[src/logic/csr_pkg.sv]
// widths, csr addresses and encodings for the csr subsystem; misa is fixed at rv32i
package csr_pkg;

  localparam int xlen       = 32;
  localparam int csr_addr_w = 12;
  localparam int order_w    = 64;

  localparam logic [6:0] opcode_system = 7'b1110011;

  // funct3 of the six zicsr operations
  localparam logic [2:0] f3_csrrw  = 3'b001;
  localparam logic [2:0] f3_csrrs  = 3'b010;
  localparam logic [2:0] f3_csrrc  = 3'b011;
  localparam logic [2:0] f3_csrrwi = 3'b101;
  localparam logic [2:0] f3_csrrsi = 3'b110;
  localparam logic [2:0] f3_csrrci = 3'b111;

  localparam logic [csr_addr_w-1:0] csr_mstatus       = 12'h300;
  localparam logic [csr_addr_w-1:0] csr_misa          = 12'h301;
  localparam logic [csr_addr_w-1:0] csr_mtvec         = 12'h305;
  // scratch registers are contiguous from here
  localparam logic [csr_addr_w-1:0] csr_mscratch_base = 12'h340;

  // mxl of 1 and the i extension bit
  localparam logic [xlen-1:0] misa_value = 32'h4000_0100;

endpackage

[src/logic/gpr_file.sv]
// x0 always reads zero; a write on rd is visible to rs1 in the same cycle
`timescale 1ns/1ps

module gpr_file import csr_pkg::*;
(
  input  logic            clk,
  input  logic            rst,
  input  logic [4:0]      rs1_addr,
  output logic [xlen-1:0] rs1_data,
  input  logic            rd_wr,
  input  logic [4:0]      rd,
  input  logic [xlen-1:0] rd_data
);

  logic [xlen-1:0] regs [1:31];

  always_ff @(posedge clk)
  begin
    if (rst)
    begin
      for (int i = 1; i < 32; i++)
        regs[i] <= '0;
    end
    else if (rd_wr && rd != 5'd0)
      regs[rd] <= rd_data;
  end

  // the retiring write is forwarded so a dependent capture on that edge sees it
  always_comb
  begin
    if (rs1_addr == 5'd0)
      rs1_data = '0;
    else if (rd_wr && rd == rs1_addr)
      rs1_data = rd_data;
    else
      rs1_data = regs[rs1_addr];
  end

endmodule

[src/logic/csr_dispatch.sv]
// holds one instruction; only zicsr encodings raise a flag, all else is left to trap in exec
`timescale 1ns/1ps

module csr_dispatch import csr_pkg::*;
(
  input  logic                  clk,
  input  logic                  rst,
  input  logic                  fetch_vld,
  input  logic [31:0]           fetch_inst,
  input  logic [xlen-1:0]       fetch_pc,
  output logic                  fetch_stall,
  input  logic                  exec_busy,
  input  logic                  exec_retired,
  output logic [4:0]            rs1_addr,
  input  logic [xlen-1:0]       rs1_data,
  output logic                  dpu_vld,
  output logic [31:0]           dpu_inst,
  output logic [order_w-1:0]    dpu_order,
  output logic [xlen-1:0]       dpu_pc,
  output logic [csr_addr_w-1:0] dpu_csr,
  output logic [4:0]            dpu_uimm,
  output logic [4:0]            dpu_rs1,
  output logic [4:0]            dpu_rd,
  output logic                  dpu_csrrw,
  output logic                  dpu_csrrs,
  output logic                  dpu_csrrc,
  output logic                  dpu_csrrwi,
  output logic                  dpu_csrrsi,
  output logic                  dpu_csrrci,
  output logic [xlen-1:0]       dpu_rs1_data
);

  logic               take;
  logic               load;
  logic               is_system;
  logic [2:0]         funct3;
  logic [order_w-1:0] order_cnt;

  // exec takes the held instruction when idle or retiring on this edge
  assign take        = dpu_vld & (~exec_busy | exec_retired);
  assign fetch_stall = dpu_vld & ~take;
  assign load        = fetch_vld & ~fetch_stall;

  assign is_system = fetch_inst[6:0] == opcode_system;
  assign funct3    = fetch_inst[14:12];

  always_ff @(posedge clk)
  begin
    if (rst)
    begin
      dpu_vld   <= 1'b0;
      order_cnt <= '0;
    end
    else if (load)
    begin
      dpu_vld   <= 1'b1;
      order_cnt <= order_cnt + order_w'(1);
    end
    else if (take)
      dpu_vld <= 1'b0;
  end

  always_ff @(posedge clk)
  begin
    if (load)
    begin
      dpu_inst   <= fetch_inst;
      dpu_order  <= order_cnt;
      dpu_pc     <= fetch_pc;
      dpu_csr    <= fetch_inst[31:20];
      dpu_uimm   <= fetch_inst[19:15];
      dpu_rs1    <= fetch_inst[19:15];
      dpu_rd     <= fetch_inst[11:7];
      dpu_csrrw  <= is_system && funct3 == f3_csrrw;
      dpu_csrrs  <= is_system && funct3 == f3_csrrs;
      dpu_csrrc  <= is_system && funct3 == f3_csrrc;
      dpu_csrrwi <= is_system && funct3 == f3_csrrwi;
      dpu_csrrsi <= is_system && funct3 == f3_csrrsi;
      dpu_csrrci <= is_system && funct3 == f3_csrrci;
    end
  end

  // operand follows the register file, including its write bypass
  assign rs1_addr     = dpu_rs1;
  assign dpu_rs1_data = rs1_data;

endmodule

[src/logic/csr_exec.sv]
// fixed issue/wait/complete sequence; assumes the csr file returns old data one cycle after req
`timescale 1ns/1ps

module csr_exec import csr_pkg::*;
(
  input  logic                  clk,
  input  logic                  rst,
  input  logic                  dpu_vld,
  input  logic [31:0]           dpu_inst,
  input  logic [order_w-1:0]    dpu_order,
  input  logic [xlen-1:0]       dpu_pc,
  input  logic [csr_addr_w-1:0] dpu_csr,
  input  logic [4:0]            dpu_uimm,
  input  logic [4:0]            dpu_rs1,
  input  logic [4:0]            dpu_rd,
  input  logic                  dpu_csrrw,
  input  logic                  dpu_csrrs,
  input  logic                  dpu_csrrc,
  input  logic                  dpu_csrrwi,
  input  logic                  dpu_csrrsi,
  input  logic                  dpu_csrrci,
  input  logic [xlen-1:0]       dpu_rs1_data,
  output logic                  exec_busy,
  output logic                  exec_retired,
  output logic                  csr_req,
  output logic                  csr_write,
  output logic [csr_addr_w-1:0] csr_addr,
  output logic [xlen-1:0]       csr_mask,
  output logic [xlen-1:0]       csr_data_wr,
  input  logic [xlen-1:0]       csr_data_rd,
  output logic                  retire_vld,
  output logic [order_w-1:0]    retire_order,
  output logic [xlen-1:0]       retire_pc,
  output logic [xlen-1:0]       retire_pc_next,
  output logic                  retire_trap,
  output logic                  retire_rd_wr,
  output logic [4:0]            retire_rd,
  output logic [xlen-1:0]       retire_rd_data
);

  logic                  ex_vld;
  logic [1:0]            step;
  logic [31:0]           ex_inst;
  logic [order_w-1:0]    ex_order;
  logic [xlen-1:0]       ex_pc;
  logic [csr_addr_w-1:0] ex_csr;
  logic [4:0]            ex_uimm;
  logic [4:0]            ex_rs1;
  logic [4:0]            ex_rd;
  logic                  ex_csrrw;
  logic                  ex_csrrs;
  logic                  ex_csrrc;
  logic                  ex_csrrwi;
  logic                  ex_csrrsi;
  logic                  ex_csrrci;
  logic [xlen-1:0]       ex_rs1_data;

  logic            take;
  logic            running;
  logic            is_csr;
  logic            trap_now;
  logic            retire_now;
  logic            imm_form;
  logic [xlen-1:0] operand;
  logic            op_nonzero;
  logic            wr_en;
  logic [xlen-1:0] wr_mask;
  logic [xlen-1:0] wr_data;

  assign exec_busy    = ex_vld;
  assign exec_retired = retire_vld;

  assign take    = dpu_vld & (~ex_vld | retire_vld);
  assign running = ex_vld & ~retire_vld;

  assign is_csr   = (ex_inst[6:0] == opcode_system) &
                    (ex_csrrw | ex_csrrs | ex_csrrc | ex_csrrwi | ex_csrrsi | ex_csrrci);
  assign trap_now = ~is_csr | (ex_pc[1:0] != 2'b00);

  // traps finish on the first cycle, csr operations on step 2
  assign retire_now = running & (trap_now | step == 2'd2);

  assign imm_form   = ex_csrrwi | ex_csrrsi | ex_csrrci;
  assign operand    = imm_form ? {{(xlen-5){1'b0}}, ex_uimm} : ex_rs1_data;
  // uimm and rs1 are the same instruction field, so one test serves both forms
  assign op_nonzero = ex_rs1 != 5'd0;

  // set and clear only touch the operand bits and skip the write for a zero source
  always_comb
  begin
    if (ex_csrrw | ex_csrrwi)
    begin
      wr_en   = 1'b1;
      wr_mask = '1;
      wr_data = operand;
    end
    else if (ex_csrrs | ex_csrrsi)
    begin
      wr_en   = op_nonzero;
      wr_mask = operand;
      wr_data = '1;
    end
    else
    begin
      wr_en   = op_nonzero;
      wr_mask = operand;
      wr_data = '0;
    end
  end

  always_ff @(posedge clk)
  begin
    if (rst)
    begin
      ex_vld       <= 1'b0;
      step         <= 2'd0;
      csr_req      <= 1'b0;
      retire_vld   <= 1'b0;
      retire_trap  <= 1'b0;
      retire_rd_wr <= 1'b0;
    end
    else
    begin
      csr_req      <= 1'b0;
      retire_vld   <= retire_now;
      retire_trap  <= retire_now & trap_now;
      retire_rd_wr <= retire_now & ~trap_now;
      if (take)
      begin
        ex_vld <= 1'b1;
        step   <= 2'd0;
      end
      else if (retire_vld)
        ex_vld <= 1'b0;
      if (running && !trap_now)
      begin
        case (step)
          2'd0:
          begin
            csr_req <= 1'b1;
            step    <= 2'd1;
          end
          2'd1: step <= 2'd2;
          default: step <= 2'd0;
        endcase
      end
    end
  end

  always_ff @(posedge clk)
  begin
    if (take)
    begin
      ex_inst     <= dpu_inst;
      ex_order    <= dpu_order;
      ex_pc       <= dpu_pc;
      ex_csr      <= dpu_csr;
      ex_uimm     <= dpu_uimm;
      ex_rs1      <= dpu_rs1;
      ex_rd       <= dpu_rd;
      ex_csrrw    <= dpu_csrrw;
      ex_csrrs    <= dpu_csrrs;
      ex_csrrc    <= dpu_csrrc;
      ex_csrrwi   <= dpu_csrrwi;
      ex_csrrsi   <= dpu_csrrsi;
      ex_csrrci   <= dpu_csrrci;
      ex_rs1_data <= dpu_rs1_data;
    end
    if (running && !trap_now && step == 2'd0)
    begin
      csr_write   <= wr_en;
      csr_addr    <= ex_csr;
      csr_mask    <= wr_mask;
      csr_data_wr <= wr_data;
    end
    if (retire_now)
    begin
      retire_order   <= ex_order;
      retire_pc      <= ex_pc;
      retire_pc_next <= ex_pc + xlen'(4);
      retire_rd      <= ex_rd;
      retire_rd_data <= (trap_now || ex_rd == 5'd0) ? '0 : csr_data_rd;
    end
  end

endmodule

[src/logic/csr_file.sv]
// unimplemented addresses read zero and drop writes; misa is constant
`timescale 1ns/1ps

module csr_file import csr_pkg::*;
#(
  parameter int scratch_count = 4
)
(
  input  logic                  clk,
  input  logic                  rst,
  input  logic                  csr_req,
  input  logic                  csr_write,
  input  logic [csr_addr_w-1:0] csr_addr,
  input  logic [xlen-1:0]       csr_mask,
  input  logic [xlen-1:0]       csr_data_wr,
  output logic [xlen-1:0]       csr_data_rd
);

  logic [xlen-1:0] mstatus;
  logic [xlen-1:0] mtvec;
  logic [xlen-1:0] scratch [scratch_count];
  logic [xlen-1:0] old_value;
  logic [xlen-1:0] new_value;

  always_comb
  begin
    old_value = '0;
    case (csr_addr)
      csr_mstatus: old_value = mstatus;
      csr_mtvec:   old_value = mtvec;
      csr_misa:    old_value = misa_value;
      default:
      begin
        for (int i = 0; i < scratch_count; i++)
          if (csr_addr == csr_mscratch_base + csr_addr_w'(i))
            old_value = scratch[i];
      end
    endcase
  end

  // masked bits take the write data, the rest keep their old value
  assign new_value = (old_value & ~csr_mask) | (csr_data_wr & csr_mask);

  always_ff @(posedge clk)
  begin
    if (rst)
    begin
      mstatus <= '0;
      mtvec   <= '0;
      for (int i = 0; i < scratch_count; i++)
        scratch[i] <= '0;
    end
    else if (csr_req && csr_write)
    begin
      if (csr_addr == csr_mstatus)
        mstatus <= new_value;
      if (csr_addr == csr_mtvec)
        mtvec <= new_value;
      for (int i = 0; i < scratch_count; i++)
        if (csr_addr == csr_mscratch_base + csr_addr_w'(i))
          scratch[i] <= new_value;
    end
  end

  // the value before the write is returned and held until the next request
  always_ff @(posedge clk)
  begin
    if (csr_req)
      csr_data_rd <= old_value;
  end

endmodule

[src/logic/csr_core.sv]
// one instruction in dispatch and one in exec at most; fetch must hold while fetch_stall is high
`timescale 1ns/1ps

module csr_core import csr_pkg::*;
#(
  parameter int scratch_count = 4
)
(
  input  logic               clk,
  input  logic               rst,
  input  logic               fetch_vld,
  input  logic [31:0]        fetch_inst,
  input  logic [xlen-1:0]    fetch_pc,
  output logic               fetch_stall,
  output logic               retire_vld,
  output logic [order_w-1:0] retire_order,
  output logic [xlen-1:0]    retire_pc,
  output logic [xlen-1:0]    retire_pc_next,
  output logic               retire_trap,
  output logic               retire_rd_wr,
  output logic [4:0]         retire_rd,
  output logic [xlen-1:0]    retire_rd_data
);

  logic                  exec_busy;
  logic                  exec_retired;
  logic [4:0]            rs1_addr;
  logic [xlen-1:0]       rs1_data;
  logic                  dpu_vld;
  logic [31:0]           dpu_inst;
  logic [order_w-1:0]    dpu_order;
  logic [xlen-1:0]       dpu_pc;
  logic [csr_addr_w-1:0] dpu_csr;
  logic [4:0]            dpu_uimm;
  logic [4:0]            dpu_rs1;
  logic [4:0]            dpu_rd;
  logic                  dpu_csrrw;
  logic                  dpu_csrrs;
  logic                  dpu_csrrc;
  logic                  dpu_csrrwi;
  logic                  dpu_csrrsi;
  logic                  dpu_csrrci;
  logic [xlen-1:0]       dpu_rs1_data;
  logic                  csr_req;
  logic                  csr_write;
  logic [csr_addr_w-1:0] csr_addr;
  logic [xlen-1:0]       csr_mask;
  logic [xlen-1:0]       csr_data_wr;
  logic [xlen-1:0]       csr_data_rd;

  csr_dispatch u_dispatch (
    .clk, .rst, .fetch_vld, .fetch_inst, .fetch_pc, .fetch_stall,
    .exec_busy, .exec_retired, .rs1_addr, .rs1_data,
    .dpu_vld, .dpu_inst, .dpu_order, .dpu_pc, .dpu_csr, .dpu_uimm, .dpu_rs1, .dpu_rd,
    .dpu_csrrw, .dpu_csrrs, .dpu_csrrc, .dpu_csrrwi, .dpu_csrrsi, .dpu_csrrci,
    .dpu_rs1_data
  );

  // the register file is written straight from the retire record
  gpr_file u_gpr (
    .clk, .rst, .rs1_addr, .rs1_data,
    .rd_wr   (retire_rd_wr),
    .rd      (retire_rd),
    .rd_data (retire_rd_data)
  );

  csr_exec u_exec (
    .clk, .rst,
    .dpu_vld, .dpu_inst, .dpu_order, .dpu_pc, .dpu_csr, .dpu_uimm, .dpu_rs1, .dpu_rd,
    .dpu_csrrw, .dpu_csrrs, .dpu_csrrc, .dpu_csrrwi, .dpu_csrrsi, .dpu_csrrci,
    .dpu_rs1_data, .exec_busy, .exec_retired,
    .csr_req, .csr_write, .csr_addr, .csr_mask, .csr_data_wr, .csr_data_rd,
    .retire_vld, .retire_order, .retire_pc, .retire_pc_next, .retire_trap,
    .retire_rd_wr, .retire_rd, .retire_rd_data
  );

  csr_file #(
    .scratch_count (scratch_count)
  ) u_csr (
    .clk, .rst, .csr_req, .csr_write, .csr_addr, .csr_mask, .csr_data_wr, .csr_data_rd
  );

endmodule

[config.mk]
export PLATFORM = sky130hd
export DESIGN_NAME = csr_core
export DESIGN_NICKNAME = d
export VERILOG_FILES = /design/src/logic/csr_pkg.sv /design/src/logic/gpr_file.sv /design/src/logic/csr_dispatch.sv /design/src/logic/csr_exec.sv /design/src/logic/csr_file.sv /design/src/logic/csr_core.sv
export SDC_FILE = /design/constraint.sdc
export NUM_CORES = 2
export LEC_CHECK = 0
export BUFFER_PORTS_ARGS = -buffer_cell sky130_fd_sc_hd__buf_4
export CAP_MARGIN = 5
export CORE_UTILIZATION = 45
export DETAILED_ROUTE_END_ITERATION = 16
export GPL_ROUTABILITY_DRIVEN = 1
export REMOVE_ABC_BUFFERS = 1
export SYNTH_ARGS = -nofsm -noshare
export SYNTH_HDL_FRONTEND = slang
export SYNTH_SLANG_ARGS = --single-unit
export TNS_END_PERCENT = 50
[constraint.sdc]
create_clock -name clk -period 15.4 [get_ports clk]
set_input_delay 0.77 -clock clk [delete_from_list [all_inputs] [get_ports clk]]
set_output_delay 0.77 -clock clk [all_outputs]
set_load 0.02 [all_outputs]
# After elaboration in Yosys (flattened, before gate mapping)
# Memories as Yosys holds them, arrays and structs flattened. A register that Yosys moved wholly into a read port is not among the register bits.
# Cells that the tools add are included.
# classes
div,0
n_eq_ne,18
bitwise_logic,35
order_cmp,0
n_mul,0
shifts,0
add_sub_neg,2
reduce_logical,26
mux,46
# ops
operator,n
32-bit two-way mux,13
32-bit case mux with 3 select lines,1
"12-bit by 10-bit equality test with 1-bit output, second input constant",7
"64-bit by 1-bit adder with 64-bit output, second input constant",1
32-bit AND,2
"32-bit by 3-bit adder with 32-bit output, second input constant",1
32-bit inverter,1
32-bit bitwise OR,1
32-bit OR reduction,1
1-bit two-way mux,27
1-bit bitwise OR,16
"7-bit equality test, second input constant",2
1-bit logical AND,11
5-bit zero test,2
5-bit two-way mux,2
5-bit nonzero test,2
"3-bit equality test, second input constant",3
1-bit AND,8
2-bit nonzero test,4
1-bit inverter,7
"3-bit by 2-bit equality test with 1-bit output, second input constant",2
5-bit equality test,1
2-bit two-way mux,2
2-bit case mux with 2 select lines,1
other kinds (8),9
# totals
romBits,0
regBits,704
ramBits,1120
input_bits,67
output_inout_bits,169
wordCells,174
latchBits,0
n_memories,2
# mem_list
name,words,word_bits,rd,rd_ports_with_merged_regs,wr,line_no,source
u_gpr.regs,31,32,1,1,31,gpr_file.sv:15,logic [xlen-1:0] regs [1:31];
u_csr.scratch,4,32,4,0,4,csr_file.sv:21,logic [xlen-1:0] scratch [scratch_count];

# Logic depth before layout (Yosys ltp)
# logic_depth
word_depth,12
depth_mapped,9
depth_no_buf,6

# Hierarchy
# Synthesis repeated with hierarchy kept, for this count alone.
# unflattened
cells_unflattened,5159
hier_area_um2,78785.6
# by_module_without_submodules
module,seq_area_each_um2,n_inst,area_per_inst_um2,cells_each
gpr_file,30749.5,1,47121.4,3062
csr_exec,12391.9,1,14026.0,719
csr_file,6085.8,1,9809.4,772
csr_dispatch,5325.1,1,7828.8,606

# Worst setup path before layout
# No wires, ideal clock.
# synth_timing
path_type,register to register
startpoint,reg u_exec.ex_csrrsi
endpoint,reg u_exec.retire_order[0] (enable)
n_path_buf,0
path_slack_ns,6.996
synth_period_minus_slack_ns,8.404
path_stages_with_launch,6
required_time_ns,14.713
t_arrival_ns,7.717
setup_time_ns,0.687
cell_sequence,edfxtp_1 nor4_1 nand2_1 nand2_1 a21oi_1 nor2_1
# synth_via
elab_chain_len,7
# synth_lines
element,line_no,source
from (decl),csr_exec.sv:54,logic ex_csrrsi;
from (signal assigned),csr_exec.sv:165,ex_csrrsi <= dpu_csrrsi;
1-bit bitwise OR (2 in series),csr_exec.sv:77,(ex_csrrw | ex_csrrs | ex_csrrc | ex_csrrwi | ex_csrrsi | ex_csrrci);
1-bit AND,csr_exec.sv:76,assign is_csr = (ex_inst[6:0] == opcode_system) &
1-bit inverter,csr_exec.sv:78,assign trap_now = ~is_csr | (ex_pc[1:0] != 2'b00);
1-bit bitwise OR,csr_exec.sv:78,
1-bit bitwise OR,csr_exec.sv:81,assign retire_now = running & (trap_now | step == 2'd2);
1-bit AND,csr_exec.sv:81,
via u_exec.retire_now,csr_exec.sv:62,logic retire_now;
to (signal assigned),csr_exec.sv:178,retire_order <= ex_order;
to (decl),csr_exec.sv:32,"output logic [order_w-1:0] retire_order,"
# The timed path passes the listed nets, and every way through them passes these cells.
# A chain may end at the register's enable or synchronous reset.

==> results.md <==
- Sw Pwr: 2.52 mW
- RSZ-0062 raised after global routing: no
- Setup ws final: between 10 and 15 ns
- DP HPWL: 125000 um
- Slew @ Worst Pin: between 1 and 1.5 ns
- Async set-reset flop share out of synthesis: 0%
- Clock root buffer: clkbuf_16
- Post-CTS sizing: 0
- Global-route wire length before repair: 299000 um
- Routability Congestion: 0.859
- TritonCTS clock tree: yes
- Clock sinks: between 1500 and 2000
- DRC violation count after routing: 0
- Post-DRT Antenna Nets: 0
- Via count: around 43000
- Post-synthesis mux area share: 10.2%
- Worst path bufs/invs: 2
- Sequential Power Share: 52.2%
- Post-DR wirelength/cell: ~28 um
- Top cell family by delay on the critical path: buffers and inverters
- Area share of fa/ha/maj cells after synthesis: 0.0324%
- Clock power frac: 41.4%
- Tcrit/Tclk final: around 27%
- Layout Skew: 0.0366 ns
- Core region area: ~170000 sq um
- Worst Setup Start Kind: flip-flop
- Synth warn: 0
- LEAKAGE: 30.9 nW
- Synthesized instance count: roughly 5000
- Synth cell types: 59
- Vias/cell: 5.68
- I/O pin count: 236
- Post-Layout Inst Area: ~88000 sq um
- Worst-path clk slew: 0.06 ns
- Final Max Slew Viols: 0
- F_max: 237 MHz
- Clk_lat worst skew: around 0.84 ns
- Post-synth EDFFs: 1718
- Pwr per Cell Area: approximately 130 nW/um^2
- Die height: 416 um
- Hold Slack: between 0.1 and 0.15 ns
- Max-Cap Viols: 0
- Share of cells above drive strength 1: 18.8%
- Worst Path Arrival: 4.79 ns
- Comb pwr share: under 10%
- Post-Syn Area: about 77000 sq um
- FF-to-FF path depth: 6
- Nets: 5238
- Area grow syn2layout: 13.3%
- Crit path depth: 6
- Worst hold-check path type: in -> reg
- Starting DRT DRC Count: 5063
- Final Hold Viols: 0
- Fin Setup TNS: 0 ns
- Pint: 8.56 mW
- Remaining Overflow, GRT: 0
- Hold path endpoint: u_dispatch.dpu_pc[28]$_DFFE_PP_
- DIE WIDTH: 416 um
- Largest family of logic cells by synthesized area: simple AND/OR/NAND/NOR gates
- Peak supply drop: 112 uV
- Min Clock Period, post-route: around 4.2 ns
- # port buffers: 235
- Final setup vio count: 0
- Vias in the first global route: 41900
- Net Sw Frac: 22.7%
- RR Endpoint: u_exec.ex_rs1_data[30]$_SDFFCE_PN0P_
- Mean Syn Cell Area: 15.4 sq um
- Simple-gate share of the synthesized area: 13.8%
- Cts bufs inserted: 192
- Total Power: 11.1 mW
- Post-Route WL: 210000 um
- Dpl ws: between 10 and 15 ns
- HP Start: fetch_pc[28]
- Register bit count reported by yosys: between 1500 and 2000
- Sequential fraction of the synthesis area: 70.4%
- Die area: roughly 170000 sq um
- Setup bufs post-CTS: 0
- Cts hold-fix bufs: 0
- Initial antenna violation count: 28
- Critical-path maximum fanout: 143
- Area after DPL: 81300 sq um
- Crit path cell chain: buf_12 > buf_4 > mux4_2 > mux2i_1 > a22oi_1 > a32o_1
- Post-synthesis compound-gate area fraction: 2.80%
- Relative slew slack: ~20%
- Drt pass-1 iters: 5
- Status: completed
- Row count: about 150
- Required time worst endpoint: 15.98 ns
- XOR/XNOR Fraction of Synth Area: 0.623%
- Largest net degree at the start of global routing: 144
- Aggregate global-route resource usage: about 24%
- Clock tree buffer depth: 3
- WHS Path Cells: 1
- Slowest cell on crit path: buf_4
- Kind of critical path: reg -> reg
- H-tree depth: 4
- Worst reg-to-reg setup slack: 11.19 ns
- Crit path largest cell delay: about 0.84 ns
- CP endpoint kind: flip-flop
- Initial core utilization: around 45%
- Primary FF master, synth: edfxtp_1
[kinds of logic (layout without fill, tap and decap cells)]
kind of cell	Yosys count	in the layout
AO/OA/AOI/OAI	327	327
XOR/XNOR	55	55
adder cells (fa/ha/maj)	2	2
buffers and inverters	423	716
flip-flops	1859	1859
multiplexers	427	427
other	1	43
AND/OR/NAND/NOR	1911	1911
[final cells by class]
cell class	instances	area, sq um
fillers	13800	82300
flip-flops and latches	1859	54400
multi-input cells	2754	21500
clock buffers	257	5210
well taps	2218	2780
repair buffers	339	2590
clock inverters	97	927
inverters	23	90.1
diodes	11	27.5
[power by group through the flow]
stage               Combinational, mW  Sequential, mW  Clock [mW]
floorplan                       0.399            5.93           0
global placement                0.704            5.88           0
detailed placement              0.709            5.89           0
CTS                             0.710            5.78        4.66
global route                    0.739            5.80        4.83
finish                          0.709            5.78        4.59
[cells in the final DEF (no fill, tap or decap), drive strengths merged, types with 42 or more instances in the layout]
master / n
dfxtp: 141
nor2: 282
nand2: 264
edfxtp: 1718
clkinv: 72
o21ai: 57
a21oi: 77
nand3: 43
mux2i: 131
buf: 339
mux4: 287
clkbuf: 257
a211oi: 65
and3: 42
and2: 1029
[layer usage]
| metal | track usage [%] | vias to the layer above | routed length [um] |
|---|---|---|---|
| li1 | - | 18800 | - |
| met1 | 32.4 | 22100 | 85500 |
| met2 | 36.9 | 1725 | 97400 |
| met3 | 7.37 | 304 | 20200 |
| met4 | 8.52 | 12 | 6840 |
| met5 | 0 | - | 98 |
[synth_stat cells, drive strengths merged, types with 35 or more instances]
library cell | count | area, sq um
a211oi | 65 | 488
a21oi | 77 | 385
and2 | 1029 | 6440
and3 | 42 | 264
buf | 65 | 318
clkbuf | 334 | 1250
dfxtp | 141 | 2820
edfxtp | 1718 | 51600
mux2i | 131 | 1310
mux4 | 287 | 6460
nand2 | 264 | 991
nand2b | 36 | 225
nand3 | 43 | 215
nor2 | 282 | 1060
o21ai | 57 | 285
or2 | 35 | 219
[worst max path at each step]
stage,start,endpoint,slack [ns]
after floorplan,flip-flop,u_exec.ex_rs1_data[0]$_SDFFCE_PN0P_,5.50
after global placement,rst,u_gpr.regs[11][16]$_SDFFCE_PN0P_,11.17
after detailed placement,rst,u_gpr.regs[11][13]$_SDFFCE_PN0P_,11.16
after CTS,flip-flop,u_exec.ex_rs1_data[4]$_SDFFCE_PN0P_,11.22
after global routing,flip-flop,u_exec.ex_rs1_data[30]$_SDFFCE_PN0P_,11.07
final,flip-flop,u_exec.ex_rs1_data[30]$_SDFFCE_PN0P_,11.19
[metrics by stage]
stage / utilization [%] / instances
final: 51.5 / 7558
after global routing: 51.5 / 7549
after CTS: 51.5 / 7547
after detailed placement: 47.9 / 7193
after global placement: 47.9 / 7193
after floorplan: - / 4636
[worst register-to-register path: stages (launching register included)]
cell,delay (ns)
dfxtp_4,0.35
buf_12,0.65
buf_4,1.10
mux4_2,0.65
mux2i_1,0.47
a22oi_1,0.39
a32o_1,0.38
[sequential cells by signal, summed over array words and instances, names as in the netlist, 64 cells and up, named ones only]
name,flops
u_exec.ex_order,64
u_dispatch.order_cnt,64
u_dispatch.dpu_order,64
u_csr.scratch,128
u_gpr.regs,1024
u_exec.retire_order,64
(Power assumes the default switching activity.)
